`src/ce_pkg.sv`:
```
// Compute element shared definitions
//
// Width defaults for the top level and the opcode constants for both
// stages. Stage 1 picks between add, multiply, fused multiply-add, min and
// max. Stage 2 either passes the stage 1 result on or compares it with the
// delayed bias.

package ce_pkg;

  // Default operand and result width
  localparam int unsigned DATA_W_DEF = 16;

  // Default tag width
  localparam int unsigned TAG_W_DEF = 4;

  // Default depth of the stage 1 register chain
  localparam int unsigned PIPE_DEF = 2;

  // Stage 1 operation codes where 5 to 7 are illegal
  localparam int unsigned OP1_W = 3;

  localparam logic [OP1_W-1:0] OP1_ADD   = 3'd0;
  localparam logic [OP1_W-1:0] OP1_MUL   = 3'd1;
  localparam logic [OP1_W-1:0] OP1_FMADD = 3'd2;
  localparam logic [OP1_W-1:0] OP1_MIN   = 3'd3;
  localparam logic [OP1_W-1:0] OP1_MAX   = 3'd4;

  // Stage 2 operation codes where 3 is illegal
  localparam int unsigned OP2_W = 2;

  localparam logic [OP2_W-1:0] OP2_NONE = 2'd0;
  localparam logic [OP2_W-1:0] OP2_MIN  = 2'd1;
  localparam logic [OP2_W-1:0] OP2_MAX  = 2'd2;

endpackage

```
`src/ce_if.sv`:
```
// Compute element inter-stage interfaces
//
// ce_issue_if carries a decoded operation from decode to the stage 1
// datapath. ce_stage1_if carries the stage 1 result, its tag, the delayed
// bias and the stage 2 code on to the result stage.

`timescale 1ns/1ps

interface ce_issue_if #(
  parameter int unsigned DATA_W = ce_pkg::DATA_W_DEF,
  parameter int unsigned TAG_W  = ce_pkg::TAG_W_DEF
);
  import ce_pkg::*;

  logic              valid;
  logic [TAG_W-1:0]  tag;
  // Multiply-add operands, already muxed per op1
  logic [DATA_W-1:0] mul_a;
  logic [DATA_W-1:0] mul_b;
  logic [DATA_W-1:0] addend;
  // Stage 1 min/max control
  logic              use_minmax;
  logic              max_sel;
  logic [OP2_W-1:0]  op2;
  logic [DATA_W-1:0] y;

  modport src (output valid, tag, mul_a, mul_b, addend, use_minmax, max_sel, op2, y);
  modport dst (input  valid, tag, mul_a, mul_b, addend, use_minmax, max_sel, op2, y);

endinterface

interface ce_stage1_if #(
  parameter int unsigned DATA_W = ce_pkg::DATA_W_DEF,
  parameter int unsigned TAG_W  = ce_pkg::TAG_W_DEF
);
  import ce_pkg::*;

  logic              valid;
  logic [TAG_W-1:0]  tag;
  logic [DATA_W-1:0] res;
  // Bias delayed to line up with res
  logic [DATA_W-1:0] y_dly;
  logic [OP2_W-1:0]  op2;

  modport src (output valid, tag, res, y_dly, op2);
  modport dst (input  valid, tag, res, y_dly, op2);

endinterface

```
`src/ce_decode.sv`:
```
// Compute element decode stage
//
// Accepts an operation on the input handshake, maps op1 onto the shared
// multiply-add datapath or the min/max path, sanitizes op2, and registers
// everything into the issue interface when the pipeline advances.

`timescale 1ns/1ps

module ce_decode #(
  parameter int unsigned DATA_W = 16,
  parameter int unsigned TAG_W  = 4
) (
  input  logic                     stage2_noncomp_input_pipe_clk,
  input  logic                     rst_ni,
  input  logic [DATA_W-1:0]        x_i,
  input  logic [DATA_W-1:0]        w_i,
  input  logic [DATA_W-1:0]        y_i,
  input  logic [ce_pkg::OP1_W-1:0] op1_i,
  input  logic [ce_pkg::OP2_W-1:0] op2_i,
  input  logic [TAG_W-1:0]         tag_i,
  input  logic                     in_valid_i,
  input  logic                     advance_i,
  output logic                     in_ready_o,
  ce_issue_if.src                  issue_o
);
  import ce_pkg::*;

  logic [DATA_W-1:0] mul_b_d;
  logic [DATA_W-1:0] addend_d;
  logic              use_minmax_d;
  logic              max_sel_d;
  logic [OP2_W-1:0]  op2_d;

  // Nothing is taken while the output is stalled
  assign in_ready_o = advance_i;

  always_comb begin
    mul_b_d      = w_i;
    addend_d     = '0;
    use_minmax_d = 1'b0;
    max_sel_d    = 1'b0;
    case (op1_i)
      OP1_MUL:   addend_d = '0;
      OP1_FMADD: addend_d = y_i;
      OP1_MIN:   use_minmax_d = 1'b1;
      OP1_MAX: begin
        use_minmax_d = 1'b1;
        max_sel_d    = 1'b1;
      end
      // ADD and illegal codes compute x*1 + w
      default: begin
        mul_b_d  = DATA_W'(1);
        addend_d = w_i;
      end
    endcase
    // FMADD never goes through stage 2
    op2_d = (op1_i == OP1_FMADD || op2_i > OP2_MAX) ? OP2_NONE : op2_i;
  end

  always_ff @(posedge stage2_noncomp_input_pipe_clk or negedge rst_ni) begin
    if (!rst_ni) begin
      issue_o.valid <= 1'b0;
    end else if (advance_i) begin
      issue_o.valid <= in_valid_i;
    end
  end

  always_ff @(posedge stage2_noncomp_input_pipe_clk) begin
    if (advance_i) begin
      issue_o.tag        <= tag_i;
      issue_o.mul_a      <= x_i;
      issue_o.mul_b      <= mul_b_d;
      issue_o.addend     <= addend_d;
      issue_o.use_minmax <= use_minmax_d;
      issue_o.max_sel    <= max_sel_d;
      issue_o.op2        <= op2_d;
      issue_o.y          <= y_i;
    end
  end

  // Accepted operations carry only legal opcodes
  a_legal_opcodes: assert property (
    @(posedge stage2_noncomp_input_pipe_clk) disable iff (!rst_ni)
    (in_valid_i && in_ready_o) |-> (op1_i <= OP1_MAX && op2_i <= OP2_MAX)
  ) else $error("illegal opcode accepted: op1=%0d op2=%0d", op1_i, op2_i);

endmodule

```
`src/ce_mac_stage.sv`:
```
// Compute element stage 1
//
// Computes mul_a*mul_b+addend modulo 2^DATA_W, or the signed min/max of
// mul_a and mul_b, then passes the result through NUM_PIPE_REGS registers.
// Valid, tag, op2 and the bias travel in a parallel chain of equal depth so
// that stage 2 sees them aligned with the result.

`timescale 1ns/1ps

module ce_mac_stage #(
  parameter int unsigned DATA_W        = 16,
  parameter int unsigned TAG_W         = 4,
  parameter int unsigned NUM_PIPE_REGS = 2
) (
  input  logic     stage2_noncomp_input_pipe_clk,
  input  logic     rst_ni,
  input  logic     advance_i,
  ce_issue_if.dst  issue_i,
  ce_stage1_if.src s1_o
);
  import ce_pkg::*;

  logic [DATA_W-1:0]        mac_res;
  logic [DATA_W-1:0]        minmax_res;
  logic [DATA_W-1:0]        stage_res;
  logic                     a_lt_b;

  logic [NUM_PIPE_REGS-1:0] valid_q;
  logic [TAG_W-1:0]         tag_q   [NUM_PIPE_REGS];
  logic [DATA_W-1:0]        res_q   [NUM_PIPE_REGS];
  logic [DATA_W-1:0]        y_q     [NUM_PIPE_REGS];
  logic [OP2_W-1:0]         op2_q   [NUM_PIPE_REGS];

  // Only the low DATA_W bits of the product survive
  assign mac_res = issue_i.mul_a * issue_i.mul_b + issue_i.addend;

  assign a_lt_b = $signed(issue_i.mul_a) < $signed(issue_i.mul_b);

  always_comb begin
    if (issue_i.max_sel) begin
      minmax_res = a_lt_b ? issue_i.mul_b : issue_i.mul_a;
    end else begin
      minmax_res = a_lt_b ? issue_i.mul_a : issue_i.mul_b;
    end
  end

  assign stage_res = issue_i.use_minmax ? minmax_res : mac_res;

  // Valid chain
  always_ff @(posedge stage2_noncomp_input_pipe_clk or negedge rst_ni) begin
    if (!rst_ni) begin
      valid_q <= '0;
    end else if (advance_i) begin
      valid_q[0] <= issue_i.valid;
      for (int i = 1; i < NUM_PIPE_REGS; i++) begin
        valid_q[i] <= valid_q[i-1];
      end
    end
  end

  always_ff @(posedge stage2_noncomp_input_pipe_clk) begin
    if (advance_i) begin
      res_q[0] <= stage_res;
      tag_q[0] <= issue_i.tag;
      y_q[0]   <= issue_i.y;
      op2_q[0] <= issue_i.op2;
      for (int i = 1; i < NUM_PIPE_REGS; i++) begin
        res_q[i] <= res_q[i-1];
        tag_q[i] <= tag_q[i-1];
        y_q[i]   <= y_q[i-1];
        op2_q[i] <= op2_q[i-1];
      end
    end
  end

  assign s1_o.valid = valid_q[NUM_PIPE_REGS-1];
  assign s1_o.tag   = tag_q[NUM_PIPE_REGS-1];
  assign s1_o.res   = res_q[NUM_PIPE_REGS-1];
  assign s1_o.y_dly = y_q[NUM_PIPE_REGS-1];
  assign s1_o.op2   = op2_q[NUM_PIPE_REGS-1];

  // Valid bits on both sides of this stage are known once out of reset
  a_valid_known: assert property (
    @(posedge stage2_noncomp_input_pipe_clk) disable iff (!rst_ni)
    !$isunknown({issue_i.valid, s1_o.valid})
  ) else $error("unknown valid in stage 1");

endmodule

```
`src/ce_result.sv`:
```
// Compute element stage 2 and output register
//
// Applies op2 to the stage 1 result: pass it on, or take the signed min or
// max against the delayed bias. The outcome lands in the output register,
// which also decides when the whole pipeline may advance.

`timescale 1ns/1ps

module ce_result #(
  parameter int unsigned DATA_W = 16,
  parameter int unsigned TAG_W  = 4
) (
  input  logic              stage2_noncomp_input_pipe_clk,
  input  logic              rst_ni,
  ce_stage1_if.dst          s1_i,
  input  logic              out_ready_i,
  output logic              advance_o,
  output logic [DATA_W-1:0] z_o,
  output logic [TAG_W-1:0]  tag_o,
  output logic              out_valid_o
);
  import ce_pkg::*;

  logic [DATA_W-1:0] stage2_res;
  logic              res_lt_y;

  // Move on when the output slot is empty or being drained
  assign advance_o = !out_valid_o || out_ready_i;

  assign res_lt_y = $signed(s1_i.res) < $signed(s1_i.y_dly);

  always_comb begin
    case (s1_i.op2)
      OP2_MIN: stage2_res = res_lt_y ? s1_i.res : s1_i.y_dly;
      OP2_MAX: stage2_res = res_lt_y ? s1_i.y_dly : s1_i.res;
      default: stage2_res = s1_i.res;
    endcase
  end

  always_ff @(posedge stage2_noncomp_input_pipe_clk or negedge rst_ni) begin
    if (!rst_ni) begin
      out_valid_o <= 1'b0;
    end else if (advance_o) begin
      out_valid_o <= s1_i.valid;
    end
  end

  always_ff @(posedge stage2_noncomp_input_pipe_clk) begin
    if (advance_o) begin
      z_o   <= stage2_res;
      tag_o <= s1_i.tag;
    end
  end

  // A stalled result stays put until it is taken
  a_stall_stable: assert property (
    @(posedge stage2_noncomp_input_pipe_clk) disable iff (!rst_ni)
    (out_valid_o && !out_ready_i) |=> (out_valid_o && $stable(z_o) && $stable(tag_o))
  ) else $error("output changed while stalled");

endmodule

```
`src/compute_element.sv`:
```
// Two-stage integer compute element
//
// Stage 1 does add, multiply, multiply-add, min or max on x and w with
// bias y. Stage 2 optionally takes min or max against a delayed y.
// Valid/ready handshakes on both sides; a stalled output freezes the
// whole pipeline.

`timescale 1ns/1ps

module compute_element #(
  parameter int unsigned DATA_W        = ce_pkg::DATA_W_DEF,
  parameter int unsigned TAG_W         = ce_pkg::TAG_W_DEF,
  parameter int unsigned NUM_PIPE_REGS = ce_pkg::PIPE_DEF
) (
  input  logic                     stage2_noncomp_input_pipe_clk,
  input  logic                     rst_ni,
  input  logic [DATA_W-1:0]        x_i,
  input  logic [DATA_W-1:0]        w_i,
  input  logic [DATA_W-1:0]        y_i,
  input  logic [ce_pkg::OP1_W-1:0] op1_i,
  input  logic [ce_pkg::OP2_W-1:0] op2_i,
  input  logic [TAG_W-1:0]         tag_i,
  input  logic                     in_valid_i,
  output logic                     in_ready_o,
  output logic [DATA_W-1:0]        z_o,
  output logic [TAG_W-1:0]         tag_o,
  output logic                     out_valid_o,
  input  logic                     out_ready_i
);

  logic advance;

  ce_issue_if  #(.DATA_W(DATA_W), .TAG_W(TAG_W)) issue_if ();
  ce_stage1_if #(.DATA_W(DATA_W), .TAG_W(TAG_W)) stage1_if ();

  ce_decode #(
    .DATA_W (DATA_W),
    .TAG_W  (TAG_W)
  ) i_decode (
    .stage2_noncomp_input_pipe_clk (stage2_noncomp_input_pipe_clk),
    .rst_ni                        (rst_ni),
    .x_i                           (x_i),
    .w_i                           (w_i),
    .y_i                           (y_i),
    .op1_i                         (op1_i),
    .op2_i                         (op2_i),
    .tag_i                         (tag_i),
    .in_valid_i                    (in_valid_i),
    .advance_i                     (advance),
    .in_ready_o                    (in_ready_o),
    .issue_o                       (issue_if.src)
  );

  ce_mac_stage #(
    .DATA_W        (DATA_W),
    .TAG_W         (TAG_W),
    .NUM_PIPE_REGS (NUM_PIPE_REGS)
  ) i_mac_stage (
    .stage2_noncomp_input_pipe_clk (stage2_noncomp_input_pipe_clk),
    .rst_ni                        (rst_ni),
    .advance_i                     (advance),
    .issue_i                       (issue_if.dst),
    .s1_o                          (stage1_if.src)
  );

  ce_result #(
    .DATA_W (DATA_W),
    .TAG_W  (TAG_W)
  ) i_result (
    .stage2_noncomp_input_pipe_clk (stage2_noncomp_input_pipe_clk),
    .rst_ni                        (rst_ni),
    .s1_i                          (stage1_if.dst),
    .out_ready_i                   (out_ready_i),
    .advance_o                     (advance),
    .z_o                           (z_o),
    .tag_o                         (tag_o),
    .out_valid_o                   (out_valid_o)
  );

endmodule

```
`config.mk`:
```
export PLATFORM = sky130hd
export DESIGN_NAME = compute_element
export DESIGN_NICKNAME = d
export VERILOG_FILES = /design/src/ce_pkg.sv /design/src/ce_if.sv /design/src/ce_decode.sv /design/src/ce_mac_stage.sv /design/src/ce_result.sv /design/src/compute_element.sv
export SDC_FILE = /design/constraint.sdc
export NUM_CORES = 1
export LEC_CHECK = 0
export ABC_AREA = 1
export BUFFER_PORTS_ARGS = -buffer_cell sky130_fd_sc_hd__buf_2
export CAP_MARGIN = 30
export CELL_PAD_IN_SITES_DETAIL_PLACEMENT = 1
export CELL_PAD_IN_SITES_GLOBAL_PLACEMENT = 1
export CORE_ASPECT_RATIO = 0.7
export CORE_MARGIN = 2
export CORE_UTILIZATION = 45
export DETAILED_ROUTE_END_ITERATION = 16
export GPL_TIMING_DRIVEN = 0
export PLACE_DENSITY = 0.8
export SYNTH_ARGS = -nofsm -noshare
export SYNTH_HDL_FRONTEND = slang
export SYNTH_HIERARCHICAL = 1
export SYNTH_SLANG_ARGS = --single-unit
```
`constraint.sdc`:
```
create_clock -name stage2_noncomp_input_pipe_clk -period 10.6 [get_ports stage2_noncomp_input_pipe_clk]
set_input_delay 0 -clock stage2_noncomp_input_pipe_clk [delete_from_list [all_inputs] [get_ports stage2_noncomp_input_pipe_clk]]
set_output_delay 0 -clock stage2_noncomp_input_pipe_clk [all_outputs]
set_load 0.02 [all_outputs]
```
======== Word-level counts from Yosys, hierarchy flattened ========
Memories as Yosys holds them, arrays and structs flattened. A register that Yosys moved wholly into a read port is not among the register bits.
Cells that the tools add are included.
Widths: inputs -> output; s select.
operators by class
  div/mod/pow operators ................... 0
  mux-type cells .......................... 12
  order comparisons ....................... 3
  $mul .................................... 1
  add/sub/neg operators ................... 1
  equal/unequal tests ..................... 6
  bitwise operators ....................... 0
  shift operators ......................... 0
  reduce and logical (&&, ||, !) cells .... 6
operators with widths
  operator            number
  $mux 16             6
  $pmux 16 s2         2
  $lt 16x16->1        2
  $add 16x16->16      1
  $mul 16x16->16      1
  $eq 3x2->1 const B  2
  $mux 1              4
  $reduce_or 4->1     1
  $eq 3x1->1 const B  1
  $eq 3x3->1 const B  1
  $reduce_or 3->1     1
  $eq 2x1->1 const B  1
  $eq 2x2->1 const B  1
  $gt 2x2->1 const B  1
  $logic_or 1x1->1    2
  $reduce_or 2->1     1
  $logic_not 1->1     1
storage, ports and cells
  memories kept ........................... 4
  bits in registers ....................... 92
  bits in writable memories ............... 76
  bits in latches ......................... 0
  memory bits (read-only) ................. 0
  word-level logic and storage cells ...... 45
  output and inout port bits .............. 22
  bits of input ports ..................... 61
memories
  name               depth  width  read ports  clocked after memory_dff  write ports  RTL line            source
  i_mac_stage.res_q  2      16     2           0                         2            ce_mac_stage.sv:30  logic [DATA_W-1:0] res_q [NUM_PIPE_REGS];
  i_mac_stage.y_q    2      16     2           0                         2            ce_mac_stage.sv:31  logic [DATA_W-1:0] y_q [NUM_PIPE_REGS];
  i_mac_stage.tag_q  2      4      2           1                         2            ce_mac_stage.sv:29  logic [TAG_W-1:0] tag_q [NUM_PIPE_REGS];
  i_mac_stage.op2_q  2      2      2           0                         2            ce_mac_stage.sv:32  logic [OP2_W-1:0] op2_q [NUM_PIPE_REGS];

======== Logic depth before layout (Yosys ltp) ========
Gate-level depths: netlist (run 1).
  depth in word-level cells ............... 4
  depth in mapped cells ................... 28

======== By module ========
Netlist (run 1), hierarchy kept.
by module, submodules not included
  module        instances  seq. area each (µm²)  cells each  area each (µm²)
  ce_mac_stage  1          2,332.2               1,024       8,580.7
  ce_decode     1          2,187.1               163         2,700.1
  ce_result     1          625.6                 290         1,936.9

======== Worst setup path before layout (run 1) ========
Ideal clock, no wire load.
  kind .................................... input to register
  start point ............................. input i_decode.issue_o.mul_b[1]
  end point ............................... memory i_mac_stage.res_q[0][15] (data pin)
  library setup time ...................... 257 ps
  arrival time ............................ 5,108 ps
  slack ................................... 5,235 ps
  stages on the path ...................... 24
  data required time ...................... 10,343 ps
  cell sequence ........................... edfxtp_1 > clkbuf_1 > clkbuf_1 > nand2_1 > fa_1 > fa_1 > inv_1 > fa_1 > fa_1 > fa_1 > inv_1 > fa_1 > inv_1 > ha_1 > inv_1 > o21ai_0 > nor2_1 > nand3_1 > nand2_1 > nand2_1 > a21oi_1 > nand3_1 > nand3_1 > nand2_1
RTL lines
  element             RTL line            source
  start: declaration  ce_if.sv:27         modport src (output valid, tag, mul_a, mul_b, addend, use_minmax, max_sel, op2, y);
  end: declaration    ce_mac_stage.sv:30

==> flow_summary.toml, run 1 <==
[setup_path]
crit_type = "reg -> reg"
crit_required_ns = 10.80
worstRegToRegCells = 23
cp.arrival_ns = 6.90
cp-end-kind = "flip-flop"
start_kind = "flip-flop"
cp_max_fo = 10

[sta]
finalCritPeriodShare_pct = 63.2
finalHoldViolations = 0
rsz0062_at_grt = "false"
worst_pin_slew_ns = 0.856
fin_tns_setup_ns = 0
fmax_mhz = 149
slew_headroom_pct = 42.9
layout_min_cycle_time_ns = 6.70
setup_violations = 0
finClkSkew_ns = 0.0224
drv_slew = 0

[yosys]
async_reset_ff_share_pct = 2.33
yosysUniqueCellTypes = 40
syn_area_per_cell_um2 = 8.95
synth_edf_count = 168
syn-cell-area_um2 = 13200
yosysSeqAreaShare_pct = 38.9
synth-main-ff-cell = "edfxtp_1"
yosys_warnings = 6
syn-instance-count = 1477
synth_seq_cells = 172
syn-num-nets = 1723

[cts]
h-tree-depth = 4
clock_path_buffers = 2
cts_hold_buf = 60
clkTransAtPathRegs_ns = 0.08
clock_sinks = 172
clk_latency_ns = 0.47
cts_made_buffers = 17
post_cts_resized = 0
cts_setup_buffers = 0
cts_tree = "done"
root_buffer = "clkbuf_16"

[floorplan]
start_util_pct = 45.8
ios = 83
core_um2 = 28900
die_y_um = 147
die_area_um2 = 30800
rows = 52
die_w_um = 209

[route]
remaining_drc_errors = 0
vias_per_cell = 5.16
drt-wirelength-per-cell_um = 20.0
vias = 10500
wl_mm = 40.5
drt_iter0_drc = 835
ant_nets = 0
dr.pass1.iters = 5

[global_routing]
grt.total_usage_pct = 27.4
antenna_found_initial = 0
grt_max_degree = 73
grt_pass1_wl_mm = 63.2
grt_pass1_vias = 11500
gr-total-overflow = 0

[place]
gp_congestion = 0.885
place.port_buffers = 82
detailed_place_hpwl_mm = 30.3

[worst_hold_path]
hp-class = "in -> reg"
hold_depth = 3

[finish]
nNetsFinal = 1886
area_growth_pct = 16.5
diodes = 0
drive_above_1_share_pct = 14.3

[status]
status = "completed"

[job]
max_cap_violations = 0
[registers in the layout, summed over array words and instances (netlist names)]
name                         cells
i_mac_stage/res_q               32
i_mac_stage/y_q                 32
i_decode/issue_o.addend         16
i_decode/issue_o.mul_a          16
i_decode/issue_o.mul_b          16
i_decode/issue_o.y              16
i_result/z_o                    16
i_mac_stage/tag_q                8
i_decode/issue_o.tag             4
i_mac_stage/op2_q                4
i_result/tag_o                   4
i_decode/issue_o.op2             2
i_mac_stage/valid_q              2
i_decode/issue_o.max_sel         1
i_decode/issue_o.use_minmax      1
i_decode/issue_o.valid           1
i_result/out_valid_o             1
[worst paths after layout]
| check | startpoint | end | slack, ns |
|---|---|---|---|
| worst max-delay path | i_decode/issue_o.mul_b[1] | i_mac_stage/res_q[0][15] | 3.90 |
| max in group asynchronous | rst_ni | i_decode/issue_o.valid | 9.97 |
| worst min register to register | i_mac_stage/res_q[0][6] | i_mac_stage/res_q[0][22] | 0.42 |
| min in group asynchronous | rst_ni | i_result/out_valid_o | 0.45 |
| worst min-delay path | op1_i[2] | i_decode/issue_o.mul_b[13] | 0.1 |
| worst max register to register | i_decode/issue_o.mul_b[1] | i_mac_stage/res_q[0][15] | 3.90 |
[worst max-delay path, cell delays in order, from the launching register on]
cell      delay [ns]
edfxtp_1        0.36
clkbuf_1        0.48
clkbuf_1        0.58
nand2_1         0.20
fa_1            0.56
fa_1            0.55
inv_1           0.05
fa_1            0.48
fa_1            0.52
fa_1            0.53
inv_1           0.06
fa_1            0.48
inv_1           0.05
ha_1            0.31
inv_1           0.09
o21ai_0         0.08
nor2_1          0.14
nand3_1         0.13
nand2_1         0.11
nand2_1         0.10
a21oi_1         0.28
nand3_1         0.12
nand3_1         0.09
nand2_1         0.10
[layer usage]
metal  GRT usage [%]  part of all wire [%]  vias up
li1                -                     -     4857
met1            37.3                    46     5291
met2            45.8                    48      299
met3            5.01                   5.2       41
met4            6.14                   1.2        0
met5               0                     0        -
[kinds of logic after synthesis]
kind of cell	share of synthesized area, %
and+or+nand+nor	20.4
buffers and inverters	14.2
adders and majority gates	22.9
DFF	38.9
AOI/OAI and AO/OA	3.33
xor gates and xnor gates	0.265
[Yosys cell counts, types with 8 or more instances]
cell / count / area, um^2
a21boi_2: 8 / 90.1
a21oi_1: 28 / 140
buf_2: 15 / 75.1
buf_4: 45 / 338
buf_6: 8 / 90.1
clkbuf_1: 22 / 82.6
edfxtp_1: 168 / 5040
fa_1: 94 / 1880
ha_1: 91 / 1140
inv_1: 335 / 1260
nand2_1: 403 / 1510
nand2_2: 17 / 106
nand3_1: 145 / 726
nand3_2: 11 / 110
nor2_1: 22 / 82.6
o21ai_0: 15 / 75.1
[layout make-up]
cell class / instances / area, um^2
flip-flops and latches: 172 / 5140
multi-input cells: 875 / 6200
clock buffers: 17 / 425
clock inverters: 15 / 209
repair buffers: 144 / 1070
inverters: 339 / 1270
fillers: 3402 / 13500
well taps: 378 / 473
plain buffers: 91 / 606
[cells in the final DEF, fill, tap and decap left out, drive strengths merged]
cell	netlist	final
nand2	424	424
inv	337	343
edfxtp	168	168
nand3	157	157
buf	69	153
fa	94	94
ha	91	91
dlygate4sd3	0	60
clkbuf	22	39
a21oi	29	29
nor2	24	24
o21ai	17	17
a21boi	15	15
clkinv	2	9
nor3	4	4
dfrtp	4	4
or2	4	4
nand4	3	3
o211ai	3	3
clkinvlp	0	2
o21a	2	2
xnor2	2	2
xor2	2	2
nand3b	2	2
a21o	1	1
o31ai	1	1
[through the flow]
step / setup slack, ns / util (%) / std cells / area, um^2 / hold slack [ns]
finish: 3.90 / 53.3 / 2031 / 15400 / 0.0951
global placement: 4.05 / 48.8 / 1937 / 14100 / -0.192
detailed placement: 3.95 / 49.0 / 1939 / 14200 / -0.187
CTS: 3.92 / 53.3 / 2031 / 15400 / 0.0273
global route: 3.61 / 53.3 / 2031 / 15400 / 0.0888
floorplan: 5.24 / - / 1477 / 13200 / -0.296
Power of run 1 is not shown: default switching activity piles up to over one toggle a cycle in this logic, so the estimate is an artifact.
==> run 2: changes to the inputs <==
Clock period 10.6 ns to 6.69 ns, I/O delays scaled along.
==> run 2 against run 1 <==
Net effect:
- final area about the same
- final cell count is the same
- critical path depth shrank 1
- non-clock buffer count unchanged
- die area unchanged
- register-to-register slack got worse by 3.5 ns
- clock skew is essentially flat
- routed wire length about the same
- worst hold slack improved by 0.00051 ns
==> flow_summary.toml, run 2 (same netlist as run 1, synthesis figures left out) <==
[status]
status = "completed"

[finish]
diodes = 0
area_growth_pct = 16.5
nNetsFinal = 1886
utilization_pct = 53.3
reg_top3 = "i_mac_stage/res_q x32, i_mac_stage/y_q x32"
final_common_cell = "nand2_1"
drive_above_1_share_pct = 14.5
instances_no_fill = 2031
final_cell_mix = "402 x nand2_1, 335 x inv_1, 168 x edfxtp_1"
fill_cells = 3403

[route]
ant_nets = 0
drt-wirelength-per-cell_um = 19.9
dr.pass1.iters = 5
remaining_drc_errors = 0
vias_per_cell = 5.17
wl_mm = 40.5
vias = 10500
drt_iter0_drc = 750

[cts]
clk_latency_ns = 0.47
root_buffer = "clkbuf_16"
cts_setup_buffers = 0
clock_path_buffers = 2
h-tree-depth = 4
cts_tree = "done"
clock_sinks = 172
clkTransAtPathRegs_ns = 0.08
cts_made_buffers = 17

[floorplan]
rows = 52
die_y_um = 147
ios = 83
start_util_pct = 45.8
die_w_um = 209
die_area_um2 = 30800
core_um2 = 28900

[global_routing]
grt_max_degree = 73
grt_pass1_wl_mm = 63.2
grt_pass1_vias = 11500
gr-total-overflow = 0
antenna_found_initial = 0
grt.total_usage_pct = 27.4

[worst_hold_path]
hold_depth = 3
hp-class = "in -> reg"

[place]
gp_congestion = 0.885
detailed_place_hpwl_mm = 30.3
place.port_buffers = 82
dp_cells = 1939

[setup_path]
worstRegToRegCells = 22
start_kind = "flip-flop"
cp.arrival_ns = 6.51
cpPeakStageDelay_ns = 0.61
crit_slowest_cell = "edfxtp_1"
crit_type = "reg -> reg"
crit_required_ns = 6.89
cp_max_fo = 10
path_cells = "clkbuf_1, nand2_1, fa_1, fa_1, inv_1, fa_1, fa_1, fa_1, inv_1, fa_1, inv_1, ha_1, inv_1, o21ai_0, nor2_1, nand3_1, nand2_1, nand2_1, a21oi_1, nand3_1, nand3_1, nand2_1"
cp-end-kind = "flip-flop"
critPathMostFrequentCell = "fa_1"

[sta]
setup_violations = 0
worst_pin_slew_ns = 0.862
slew_headroom_pct = 42.5
finalHoldViolations = 0
fin_hold_ws_ns = 0.0956
fin_tns_setup_ns = 0
finClkSkew_ns = 0.0227
fmax_mhz = 158
rsz0062_at_grt = "false"
drv_slew = 0
layout_min_cycle_time_ns = 6.31
finalCritPeriodShare_pct = 94.4

[job]
max_cap_violations = 0
## run 2: cell counts in the layout (fill, tap and decap cells not counted)
No cell type changed its count.
## run 2: final timing paths
check	from	end	slack [ns]
worst min-delay path	op1_i[2]	i_decode/issue_o.mul_b[13]	0.1
worst max register to register	i_decode/issue_o.mul_b[2]	i_mac_stage/res_q[0][15]	0.38
min in group asynchronous	rst_ni	i_result/out_valid_o	0.45
worst min register to register	i_mac_stage/res_q[0][6]	i_mac_stage/res_q[0][22]	0.42
worst max-delay path	i_decode/issue_o.mul_b[2]	i_mac_stage/res_q[0][15]	0.38
max in group asynchronous	rst_ni	i_decode/issue_o.valid	6.06
## run 2: through the flow
step | cell area, um^2 | setup slack [ns]
final | 15400 | 0.376
after global routing | 15400 | 0.0522
after CTS | 15400 | 0.00654
after detailed placement | 14200 | 0.0396
after global placement | 14100 | 0.145
after floorplan | 13200 | 1.33
## run 2: repair_timing
action,CTS,global route
gates resized for setup,0,4
hold buffers,60,0
hold endpoints to repair,76,0
endpoints found under the setup margin,0,2
## run 2: cell type report
type,instances,area (um^2),share of cell area (%)
flip-flops and latches,172,5140,33.4
inverters,339,1270,8.28
well taps,378,473,3.07
plain buffers,91,608,3.95
clock inverters,15,209,1.36
multi-input cells,875,6200,40.3
clock buffers,17,425,2.76
repair buffers,144,1070,6.92
## run 2: worst max-delay path: cells and delay by family (launching register included)
| kind | cells | cell delay, ns |
|---|---|---|
| adders and majority gates | 7 | 3.40 |
| and+or+nand+nor | 8 | 0.94 |
| DFF | 1 | 0.61 |
| AOI/OAI and AO/OA | 2 | 0.36 |
| buffers and inverters | 5 | 0.75 |
## run 2: metal layers
layer | global-route usage (%) | up-vias | share of wire, %
met2 | 45.8 | 324 | 47
li1 | - | 4860 | -
met3 | 5.01 | 50 | 5.8
met4 | 6.14 | 0 | 1.4
met5 | 0 | - | 0
met1 | 37.3 | 5271 | 45
Power of run 2 is left out for the same reason.
